**src/source/sys_video_pkg.sv**
```systemverilog
`default_nettype none

package sys_video_pkg;

	//////////////////////////////////////////////////
	// Widths
	//////////////////////////////////////////////////

	localparam int IO_W       = 16;
	localparam int LINE_W     = 12;
	localparam int LED_W      = 8;
	localparam int SYNC_CNT_W = 16;
	localparam int CMD_W      = 8;

	// Composite sync enable in the config word
	localparam int CFG_CSYNC_BIT = 3;

	//////////////////////////////////////////////////
	// HPS command codes
	//////////////////////////////////////////////////

	typedef enum logic [CMD_W-1:0] {
		CMD_NONE      = 8'h00,
		CMD_CFG       = 8'h01,
		CMD_LED       = 8'h25,
		CMD_SYNC_LINE = 8'h38
	} cmd_e;

	// Register values after reset
	localparam logic [IO_W-1:0]   CFG_RST     = '0;
	localparam logic [LED_W-1:0]  LED_RST     = '0;
	localparam logic [LINE_W-1:0] VS_LINE_RST = '0;

endpackage

`default_nettype wire

```
**src/source/hps_cmd_decoder.sv**
```systemverilog
`default_nettype none

module hps_cmd_decoder
	import sys_video_pkg::*;
(
	input  wire               clk_sys,
	input  wire               resetd,

	input  wire               i_io_uio,
	input  wire               i_io_strobe,
	input  wire  [IO_W-1:0]   i_io_din,

	// {power, disk, user}
	input  wire  [2:0]        i_led_status,

	output logic              o_csync_en,
	output logic [LINE_W-1:0] o_vs_line,
	output logic [LED_W-1:0]  o_led
);

	logic              has_cmd;
	cmd_e              cmd;
	cmd_e              cmd_in;

	logic [IO_W-1:0]   cfg;
	logic [LED_W-1:0]  led_ovr;
	logic [LED_W-1:0]  led_state;
	logic [LINE_W-1:0] vs_line;
	logic [LED_W-1:0]  status_map;

	//////////////////////////////////////////////////
	// Command framing
	//////////////////////////////////////////////////

	// Codes this block does not handle fall back to NONE
	always_comb begin
		case (i_io_din[CMD_W-1:0])
			CMD_CFG,
			CMD_LED,
			CMD_SYNC_LINE: cmd_in = cmd_e'(i_io_din[CMD_W-1:0]);
			default:       cmd_in = CMD_NONE;
		endcase
	end

	always_ff @(posedge clk_sys) begin
		if (resetd) begin
			has_cmd   <= 1'b0;
			cmd       <= CMD_NONE;
			cfg       <= CFG_RST;
			led_ovr   <= LED_RST;
			led_state <= LED_RST;
			vs_line   <= VS_LINE_RST;
		end else if (!i_io_uio) begin
			// Frame closed
			has_cmd <= 1'b0;
			cmd     <= CMD_NONE;
		end else if (i_io_strobe) begin
			if (!has_cmd) begin
				// First word of the frame
				has_cmd <= 1'b1;
				cmd     <= cmd_in;
			end else begin
				// Each data word rewrites the target
				case (cmd)
					CMD_CFG:       cfg <= i_io_din;
					CMD_LED:       {led_ovr, led_state} <= i_io_din;
					CMD_SYNC_LINE: vs_line <= i_io_din[LINE_W-1:0];
					default: begin
					end
				endcase
			end
		end
	end

	assign o_csync_en = cfg[CFG_CSYNC_BIT];
	assign o_vs_line  = vs_line;

	//////////////////////////////////////////////////
	// LED mix
	//////////////////////////////////////////////////

	// Board LED positions of the core status bits
	always_comb begin
		status_map    = '0;
		status_map[0] = i_led_status[0];
		status_map[2] = i_led_status[1];
		status_map[4] = i_led_status[2];
	end

	// Override bits select the written state per LED
	always_ff @(posedge clk_sys) begin
		o_led <= (led_ovr & led_state) | (~led_ovr & status_map);
	end

endmodule

`default_nettype wire

```
**src/source/sync_polarity_fix.sv**
```systemverilog
`default_nettype none

module sync_polarity_fix
	import sys_video_pkg::*;
(
	input  wire  clk_sys,
	input  wire  resetd,
	input  wire  i_sync,
	output logic o_sync
);

	logic                  s1;
	logic                  s2;
	logic [SYNC_CNT_W-1:0] cnt;
	logic [SYNC_CNT_W-1:0] high_len;
	logic [SYNC_CNT_W-1:0] low_len;
	logic                  pol;

	always_ff @(posedge clk_sys) begin
		if (resetd) begin
			s1       <= 1'b0;
			s2       <= 1'b0;
			cnt      <= '0;
			high_len <= '0;
			low_len  <= '0;
			pol      <= 1'b0;
		end else begin
			s1 <= i_sync;
			s2 <= s1;

			// Length of the phase that just ended
			if (!s2 && s1)
				low_len <= cnt;
			if (s2 && !s1)
				high_len <= cnt;

			cnt <= cnt + 1'b1;
			if (s2 != s1)
				cnt <= '0;

			// Longer high phase means the sync pulse is low
			pol <= (high_len > low_len);
		end
	end

	assign o_sync = s2 ^ pol;

endmodule

`default_nettype wire

```
**src/source/sync_combiner.sv**
```systemverilog
`default_nettype none

module sync_combiner
	import sys_video_pkg::*;
(
	input  wire               clk_sys,
	input  wire               resetd,

	// Active-high syncs
	input  wire               i_hs,
	input  wire               i_vs,
	input  wire               i_de,

	input  wire               i_csync_en,
	input  wire  [LINE_W-1:0] i_vs_line,

	output logic              o_hs_out,
	output logic              o_vs_out,
	output logic              o_video_sync
);

	logic                  hs_d;
	logic                  hs_rise;
	logic                  hs_fall;

	logic [SYNC_CNT_W-1:0] h_cnt;
	logic [SYNC_CNT_W-1:0] line_len;
	logic [SYNC_CNT_W-1:0] hs_len;
	logic [SYNC_CNT_W-1:0] serr_set;
	logic                  serr_hs;
	logic                  serr_hs_nxt;

	logic [LINE_W-1:0]     line_cnt;
	logic [LINE_W-1:0]     sync_line;
	logic [1:0]            blank_cnt;

	assign hs_rise = i_hs & ~hs_d;
	assign hs_fall = ~i_hs & hs_d;

	//////////////////////////////////////////////////
	// Composite sync
	//////////////////////////////////////////////////

	// Serration pulse starts one hsync width before the next line
	assign serr_set = line_len - hs_len;

	always_comb begin
		serr_hs_nxt = serr_hs;
		if (!i_vs)
			serr_hs_nxt = i_hs;
		else if (hs_rise)
			serr_hs_nxt = 1'b0;
		else if (h_cnt == serr_set)
			serr_hs_nxt = 1'b1;
	end

	// h_cnt runs from each hsync rise
	always_ff @(posedge clk_sys) begin
		if (resetd) begin
			hs_d     <= 1'b0;
			h_cnt    <= '0;
			line_len <= '0;
			hs_len   <= '0;
			serr_hs  <= 1'b0;
		end else begin
			hs_d    <= i_hs;
			serr_hs <= serr_hs_nxt;
			h_cnt   <= h_cnt + 1'b1;
			if (hs_rise) begin
				h_cnt    <= '0;
				line_len <= h_cnt;
			end
			if (hs_fall)
				hs_len <= h_cnt;
		end
	end

	// One register stage on the output syncs
	always_ff @(posedge clk_sys) begin
		if (resetd) begin
			o_hs_out <= 1'b0;
			o_vs_out <= 1'b0;
		end else begin
			o_hs_out <= i_csync_en ? (i_vs ^ serr_hs_nxt) : i_hs;
			o_vs_out <= i_vs;
		end
	end

	//////////////////////////////////////////////////
	// Video sync line marker
	//////////////////////////////////////////////////

	always_ff @(posedge clk_sys) begin
		if (resetd) begin
			line_cnt     <= '0;
			sync_line    <= '0;
			blank_cnt    <= '0;
			o_video_sync <= 1'b0;
		end else begin
			if (hs_rise) begin
				o_video_sync <= (line_cnt == sync_line);
				line_cnt     <= line_cnt + 1'b1;
				if (!blank_cnt[1]) begin
					blank_cnt <= blank_cnt + 1'b1;
					// Second blank line restarts the frame count
					if (blank_cnt[0]) begin
						sync_line <= line_cnt - i_vs_line;
						line_cnt  <= '0;
					end
				end
			end
			// Active video wins over the count above
			if (i_de)
				blank_cnt <= '0;
		end
	end

endmodule

`default_nettype wire

```
**src/source/sys_video_top.sv**
```systemverilog
`default_nettype none

module sys_video_top
	import sys_video_pkg::*;
(
	input  wire              clk_sys,
	input  wire              resetd,

	// HPS command port
	input  wire              i_io_uio,
	input  wire              i_io_strobe,
	input  wire  [IO_W-1:0]  i_io_din,

	// Core video and status
	input  wire              i_hs_core,
	input  wire              i_vs_core,
	input  wire              i_de_core,
	input  wire  [2:0]       i_led_status,

	output logic             o_hs_fix,
	output logic             o_vs_fix,
	output logic             o_hs_out,
	output logic             o_vs_out,
	output logic             o_video_sync,
	output logic [LED_W-1:0] o_led
);

	logic              csync_en;
	logic [LINE_W-1:0] vs_line;
	logic              hs_fix;
	logic              vs_fix;

	//////////////////////////////////////////////////
	// Control
	//////////////////////////////////////////////////

	hps_cmd_decoder u_cmd (
		.clk_sys      (clk_sys),
		.resetd       (resetd),
		.i_io_uio     (i_io_uio),
		.i_io_strobe  (i_io_strobe),
		.i_io_din     (i_io_din),
		.i_led_status (i_led_status),
		.o_csync_en   (csync_en),
		.o_vs_line    (vs_line),
		.o_led        (o_led)
	);

	//////////////////////////////////////////////////
	// Video sync path
	//////////////////////////////////////////////////

	sync_polarity_fix u_fix_h (
		.clk_sys (clk_sys),
		.resetd  (resetd),
		.i_sync  (i_hs_core),
		.o_sync  (hs_fix)
	);

	sync_polarity_fix u_fix_v (
		.clk_sys (clk_sys),
		.resetd  (resetd),
		.i_sync  (i_vs_core),
		.o_sync  (vs_fix)
	);

	sync_combiner u_comb (
		.clk_sys      (clk_sys),
		.resetd       (resetd),
		.i_hs         (hs_fix),
		.i_vs         (vs_fix),
		.i_de         (i_de_core),
		.i_csync_en   (csync_en),
		.i_vs_line    (vs_line),
		.o_hs_out     (o_hs_out),
		.o_vs_out     (o_vs_out),
		.o_video_sync (o_video_sync)
	);

	assign o_hs_fix = hs_fix;
	assign o_vs_fix = vs_fix;

endmodule

`default_nettype wire

```
**config.mk**
```make
export PLATFORM = sky130hd
export DESIGN_NAME = sys_video_top
export DESIGN_NICKNAME = d
export VERILOG_FILES = /design/src/source/sys_video_pkg.sv /design/src/source/hps_cmd_decoder.sv /design/src/source/sync_polarity_fix.sv /design/src/source/sync_combiner.sv /design/src/source/sys_video_top.sv
export SDC_FILE = /design/constraint.sdc
export NUM_CORES = 1
export LEC_CHECK = 0
export BUFFER_PORTS_ARGS = -buffer_cell sky130_fd_sc_hd__buf_2
export CAP_MARGIN = 15
export CORE_ASPECT_RATIO = 1.4
export CORE_MARGIN = 8
export CORE_UTILIZATION = 56
export CTS_CLUSTER_DIAMETER = 50
export DETAILED_ROUTE_END_ITERATION = 10
export GPL_TIMING_DRIVEN = 0
export PLACE_DENSITY = 0.76
export SETUP_SLACK_MARGIN = 0.02
export SYNTH_ARGS = -nofsm -noshare
export SYNTH_HDL_FRONTEND = slang
export SYNTH_HIERARCHICAL = 1
export SYNTH_SLANG_ARGS = --single-unit
```
**constraint.sdc**
```tcl
create_clock -name clk_sys -period 2.3 [get_ports clk_sys]
set_input_delay 0.46 -clock clk_sys [delete_from_list [all_inputs] [get_ports clk_sys]]
set_output_delay 0.46 -clock clk_sys [all_outputs]
set_load 0.01 [all_outputs]
```
==> results of run 1 <==
-- power by group --
group          internal, mW  switching [mW]  total [mW]
Sequential             3.97          0.0377        4.01
Combinational         0.205           0.342       0.547
Clock                  2.52            1.54        4.06
Total                  6.69            1.92        8.61
-- repair_timing --
item | 4_1_cts | 5_1_grt
hold endpoints to repair | 0 | 0
endpoints found under the setup margin | 34 | 38
buffers inserted | 2 | 6
resized for setup | 31 | 25
pin swaps | 12 | 15
-- synthesized netlist by cell type (3+ instances only) --
| cell type | count |
|---|---|
| and2_1 | 11 |
| a211oi_1 | 5 |
| or3_1 | 16 |
| xnor2_1 | 44 |
| and4_1 | 4 |
| nand4b_1 | 4 |
| nor3_1 | 20 |
| inv_1 | 79 |
| nand3_1 | 35 |
| nand2_1 | 140 |
| nand3b_1 | 3 |
| and3_1 | 5 |
| a21boi_0 | 3 |
| mux2i_1 | 94 |
| o211ai_1 | 6 |
| nor4_1 | 20 |
| dfxtp_1 | 227 |
| nand4_1 | 18 |
| nand2b_1 | 14 |
| clkbuf_1 | 44 |
| a21o_1 | 4 |
| mux2_2 | 3 |
| o21a_1 | 6 |
| xor2_1 | 38 |
| nor2_1 | 176 |
| nor2b_1 | 15 |
| o21ai_0 | 27 |
| a21oi_1 | 96 |
| ha_1 | 66 |
| buf_4 | 3 |
| o31a_1 | 4 |
| or4_1 | 3 |
| o31ai_1 | 3 |
| a2111oi_0 | 3 |
| buf_2 | 9 |
-- cells by family after synthesis --
kind of cell,Yosys count
and+or+nand+nor,502
buffers and inverters,138
AOI/OAI and AO/OA,177
muxes,97
xor gates and xnor gates,82
DFF,227
adders and majority gates,68
-- critical path, delay by kind of cell (launching register included) --
kind,cells,cell delay [ns]
buffers and inverters,1,0.04
AND/OR/NAND/NOR,5,0.95
flip-flops,1,0.33
adder cells (fa/ha/maj),2,0.68
AO/OA/AOI/OAI,2,0.29
XOR/XNOR,1,0.18
-- state kept, by name (all words and copies together) (netlist names), 12 cells and up --
| name | count |
|---|---|
| u_cmd/o_vs_line | 12 |
| u_comb/h_cnt | 16 |
| u_comb/hs_len | 16 |
| u_comb/line_cnt | 12 |
| u_comb/line_len | 16 |
| u_comb/sync_line | 12 |
| u_fix_h/cnt | 16 |
| u_fix_h/high_len | 16 |
| u_fix_h/low_len | 16 |
| u_fix_v/cnt | 16 |
| u_fix_v/high_len | 16 |
| u_fix_v/low_len | 16 |
-- through the flow --
stage / total power, mW / area, µm² / utilization (%) / setup TNS [ns]
2_1_floorplan: 4.42 / 11100 / - / -0.0377
3_3_place_gp: 4.60 / 11600 / 59.1 / -1.10
3_5_place_dp: 4.61 / 11600 / 59.1 / -2.34
4_1_cts: 8.69 / 12600 / 64.0 / -0.590
5_1_grt: 8.91 / 12700 / 64.5 / -0.875
6_report: 8.61 / 12700 / 64.5 / -0.572
-- cell type report --
class | count | share of cell area (%)
tap | 252 | 2.48
buffer | 58 | 2.03
clock buffer | 30 | 5.04
multi-input combinational | 926 | 48.8
sequential | 227 | 35.9
inverter | 79 | 2.35
timing repair buffer | 46 | 1.97
clock inverter | 9 | 1.47
-- metal layers --
| metal | track usage, % | share of wire (%) | up-vias |
|---|---|---|---|
| met5 | 0 | 0.042 | - |
| met4 | 10.2 | 4.3 | 2 |
| li1 | - | - | 4521 |
| met3 | 2.82 | 3.7 | 58 |
| met2 | 40.0 | 52 | 168 |
| met1 | 22.5 | 40 | 4172 |
-- worst max-delay path by stage --
| stage | startpoint | endpoint | slack (ns) |
|---|---|---|---|
| 2_1_floorplan | u_comb/line_len[0]$_SDFFE_PP0P_ | u_comb/o_hs_out$_SDFF_PP0_ | -0.04 |
| 3_3_place_gp | u_comb/line_len[0]$_SDFFE_PP0P_ | u_comb/o_hs_out$_SDFF_PP0_ | -0.41 |
| 3_5_place_dp | u_comb/line_len[0]$_SDFFE_PP0P_ | u_comb/o_hs_out$_SDFF_PP0_ | -0.44 |
| 4_1_cts | u_comb/line_len[0]$_SDFFE_PP0P_ | u_comb/o_hs_out$_SDFF_PP0_ | -0.34 |
| 5_1_grt | u_comb/line_len[0]$_SDFFE_PP0P_ | u_comb/o_hs_out$_SDFF_PP0_ | -0.46 |
| 6_report | u_comb/line_len[0]$_SDFFE_PP0P_ | u_comb/o_hs_out$_SDFF_PP0_ | -0.33 |
==> results.cfg, run 1 <==
[run_status]
status = complete, but fails checks
failed_checks = setup timing

[clock_tree]
cts_tree = yes
clk_pin_slew_ns = 0.07
cts_sinks = 227
clk_latency_ns = 0.51
cts_root_buf = clkbuf_16
cts_max_level = 1
cts_max_path_buffers = 3
postCtsHoldBufs = 0
cts_buffers = 22

[final_layout]
drive_gt1_share_pct = 11.9
nFillCells = 1701
area_growth_pct = 14.3
multiInputGateArea_mm2 = 0.00620
regArea_mm2 = 0.00456
mostFrequentLayoutCells = 218 x dfxtp_1, 176 x nor2_1, 140 x nand2_1
nets = 1454
final_common_cell = dfxtp_1
stdcell_count = 1627
num_antenna_cells = 0

[yosys]
synth_area_leaders = dfxtp_1 41%, mux2i_1 8.5%, ha_1 7.4%, nor2_1 5.9%, nand2_1 4.7%
syn_avg_cell_area_um2 = 8.61
synth_compound_area_share_pct = 9.61
async_flop_share_pct = 0
yosysUniqueCellTypes = 68
synth-xor-area-share_pct = 6.46
ys_seq_area_share_pct = 40.9
synth_edf_count = 0
syn_inst = 1291
synth_top_family_by_area = simple AND/OR/NAND/NOR gates
syn_nets = 1385
synth_top_flop_cell = dfxtp_1
synth_largest_area_cell = dfxtp_1
ys_ff_latch = 227
synth_simple_gate_area_share_pct = 21.6
yosysTopAreaCellShare_pct = 40.9
ys.warnings.count = 6
synth.area.mux_share_pct = 8.77
synth_fa_ha_area_share_pct = 7.79
netlist_area_mm2 = 0.0111

[placement]
dp_cells = 1581
dp_hpwl_um = 19400
dpl_worst_slack_ns = -0.442
io_buffers = 38
gp_congestion = 0.855

[floorplan]
pin_count = 39
num_rows = 61
die_area_mm2 = 0.0247
die_w_um = 135
core_mm2 = 0.0197
die_y_um = 183
initial_utilization_pct = 56.5

[timing]
finalSetupViolCount = 2
hold_viol = 0
hold_slack_ns = 0.118
drv_slew = 0
max_slew_margin_pct = 51.0
rsz0062_at_grt = yes
timing.final.ws_setup_ns = -0.331
fmax_mhz = 380
period_share_pct = 114
fin_worst_skew_ns = 0.0173
post-route-min-period_ns = 2.63
tightest_slew_ns = 0.730

[route]
wl_per_cell_um = 16.1
first_pass_iters = 5
drc = 0
viasPerCell = 5.48
ant_nets = 0
vias = 8921
drt-initial-drc-count = 484
wl_um = 26200

[min_path]
min-delay-start = i_de_core
min_path_type = primary input to flip-flop
whs_endpoint = u_comb/blank_cnt[1]$_SDFFE_PP0P_
hold_path_depth = 2

[setup_path]
crit_path_end_kind = flip-flop
critPathKind = flip-flop to flip-flop
reg2reg_slack_ns = -0.33
r2r-start = u_comb/line_len[0]$_SDFFE_PP0P_
slowest_delay_ns = 0.53
r2r_end = u_comb/o_hs_out$_SDFF_PP0_
required_ns = 2.66
path_cells = inv_2 -> ha_4 -> fa_2 -> xor2_1 -> nand3_2 -> a21oi_1 -> nand3_1 -> nor4_2 -> nand4_1 -> nor4b_2 -> o41ai_1
crit_path_start_kind = flip-flop
cp_data_arrival_time_ns = 2.99
path_max_fanout = 2
r2r_cells = 11
crit_slowest_cell = fa_2

[power_and_ir_drop]
vdd_drop_max_v = 0.000655
p_leak_nw = 4.81
power.density_mw_per_mm2 = 678

[grt]
grt_pass1_vias = 9110
overflow = 0
antenna_found_initial = 1
grt_pass1_wl_um = 43300
grt_use_total_pct = 21.2
grt_max_degree = 16

[flow_run]
drv_cap = 0
Power figures use the tool's default switching activity.
==> run 2: changes to the inputs <==
--- a/config.mk
+++ b/config.mk
@@ -17,5 +17,4 @@
 export SETUP_SLACK_MARGIN = 0.02
 export SYNTH_ARGS = -nofsm -noshare
 export SYNTH_HDL_FRONTEND = slang
-export SYNTH_HIERARCHICAL = 1
 export SYNTH_SLANG_ARGS = --single-unit
==> results.cfg, run 2 <==
[timing]
timing.final.ws_setup_ns = -0.440
rsz0062_at_grt = yes
hold_slack_ns = 0.172
fin_worst_skew_ns = 0.0126
max_slew_margin_pct = 46.0
fmax_mhz = 365
post-route-min-period_ns = 2.74
period_share_pct = 119
tightest_slew_ns = 0.809
drv_slew = 0
hold_viol = 0
finalSetupViolCount = 2

[route]
met3_length_um = 862
wl_met2_um = 12300
wl_per_cell_um = 15.3
wl_um = 24000
viasPerCell = 5.38
wl_met1_um = 10200
drc = 0
drt-initial-drc-count = 372
top_layer = met4
vias = 8409
ant_nets = 0
first_pass_iters = 4

[run_status]
status = complete, but fails checks
failed_checks = setup timing

[placement]
placed_cell_area_mm2 = 0.0114
dp_cells = 1510
dp_hpwl_um = 17300
io_buffers = 37
gp_congestion = 0.864

[grt]
grt_pass1_vias = 8423
grt_use_total_pct = 19.5
overflow = 0
grt_max_degree = 15
grt_pass1_wl_um = 39500
antenna_found_initial = 0

[setup_path]
cpLargestDelayFamily = compound AO/OA/AOI/OAI gates
critPathKind = flip-flop to flip-flop
path_buf_inv = 1
required_ns = 2.69
crit_path_end_kind = flip-flop
slowest_delay_ns = 0.52
path_cells = inv_1 -> ha_1 -> a21oi_4 -> a21boi_4 -> o211ai_1 -> a2111oi_4 -> nand3_2 -> or4_4 -> o21a_1
cp_data_arrival_time_ns = 3.13
path_max_fanout = 4
crit_path_start_kind = flip-flop
crit_slowest_cell = or4_4

[final_layout]
drive_gt1_share_pct = 10.7
area_growth_pct = 14.7
final_common_cell = dfxtp_1
mostFrequentLayoutCells = 223 x dfxtp_1, 178 x nor2_1, 116 x nand2_1
nets = 1394
final_core_util_pct = 64.7
num_antenna_cells = 0
stdcell_count = 1562
stdcell_area_mm2 = 0.0123
nFillCells = 1620

[yosys]
syn_avg_cell_area_um2 = 8.78
synth_top_flop_cell = dfxtp_1
syn_nets = 1319
ys_top_cells_by_count = 227 x dfxtp_1, 180 x nor2_1, 116 x nand2_1, 95 x mux2i_1, 76 x inv_1
ys_ff_latch = 227
ys.warnings.count = 0
yosysTopAreaCellShare_pct = 42.2
synth_edf_count = 0
ys_seq_area_share_pct = 42.2
synth_most_common_cell = dfxtp_1
synth_largest_area_cell = dfxtp_1
yosysUniqueCellTypes = 62
netlist_area_mm2 = 0.0108
synth_area_leaders = dfxtp_1 42%, mux2i_1 8.8%, ha_1 7.7%, nor2_1 6.3%, nand2_1 4.0%
async_flop_share_pct = 0
syn_inst = 1225

[clock_tree]
clk_latency_ns = 0.51
cts_root_buf = clkbuf_16
cts_buffers = 22
cts_max_level = 1
cts_sinks = 227
cts_tree = yes
clk_pin_slew_ns = 0.06
cts_max_path_buffers = 3

[floorplan]
core_mm2 = 0.0191
die_w_um = 133
pin_count = 39
num_rows = 60
die_area_mm2 = 0.0240
initial_utilization_pct = 56.4
die_y_um = 180

[power_and_ir_drop]
p_leak_nw = 4.72
power.density_mw_per_mm2 = 662
vdd_drop_max_v = 0.000781

[flow_run]
drv_cap = 0

[min_path]
min_path_type = primary input to flip-flop
==> run 2: cell count changes in the layout (fill, tap and decap cells not counted), moves of 5 or more <==
cell,before,now
xor2_1,37,46
and3_1,5,22
nand2_1,140,116
clkbuf_1,42,53
o21a_1,6,12
a21o_1,4,12
a21oi_1,91,71
dfxtp_1,218,223
nand2b_1,13,5
buf_2,45,38
nor4_1,19,4
a31oi_1,1,6
==> run 2: stage by stage <==
step           worst slack, ns  power (mW)  TNS [ns]
2_1_floorplan           -0.124        4.40    -0.139
3_3_place_gp            -0.609        4.57     -2.24
3_5_place_dp            -0.613        4.58     -2.34
4_1_cts                 -0.566        8.21     -1.03
5_1_grt                 -0.510        8.44    -0.945
6_report                -0.440        8.16    -0.772
==> run 2: cells by family after synthesis <==
logic type	Yosys count	synth area share, %
simple gates	451	19.2
flops	227	42.2
compound gates	161	9.00
buf+inv	126	4.51
mux	98	9.15
xor+xnor	94	7.79
fa+ha+maj	68	8.05
==> run 2: final timing paths <==
check,from,to,slack [ns],cells after the start
max,u_comb.hs_len[9]$_SDFFE_PP0P_,u_comb.o_hs_out$_SDFF_PP0_,-0.44,9
min,i_de_core,u_comb.blank_cnt[0]$_SDFFE_PP0P_,0.17,2
max reg2reg,u_comb.hs_len[9]$_SDFFE_PP0P_,u_comb.o_hs_out$_SDFF_PP0_,-0.44,9
min reg2reg,u_comb.hs_len[7]$_SDFFE_PP0P_,u_comb.hs_len[7]$_SDFFE_PP0P_,0.46,2
==> run 2: per-layer routing <==
layer	vias to the layer above	global-route usage [%]
li1	4272	-
met1	3959	22.1
met2	135	36.1
met3	43	2.99
met4	0	6.44
met5	-	0
==> run 2: final cells by class <==
cell class                 instances  area, µm²  area share [%]
buffer                            50        203            1.64
clock buffer                      34        657            5.33
clock inverter                     4       70.1           0.568
inverter                          76        285            2.31
multi-input combinational        872       5970            48.4
sequential                       227       4550            36.9
tap                              248        310            2.52
timing repair buffer              51        290            2.35
==> run 2: power by group <==
part           leakage (nW)  internal [mW]  total [mW]  switching, mW
Sequential             1.83           3.97        4.01         0.0378
Clock                 0.357           2.18        3.64           1.46
Combinational          2.53          0.184       0.508          0.324
Total                  4.72           6.34        8.16           1.82
==> run 2: what timing repair did <==
item                                    CTS  global route
pin swaps                                11             9
endpoints found under the setup margin   21            21
resized for setup                        12            28
hold buffers                              0             0
setup buffers                            10             4
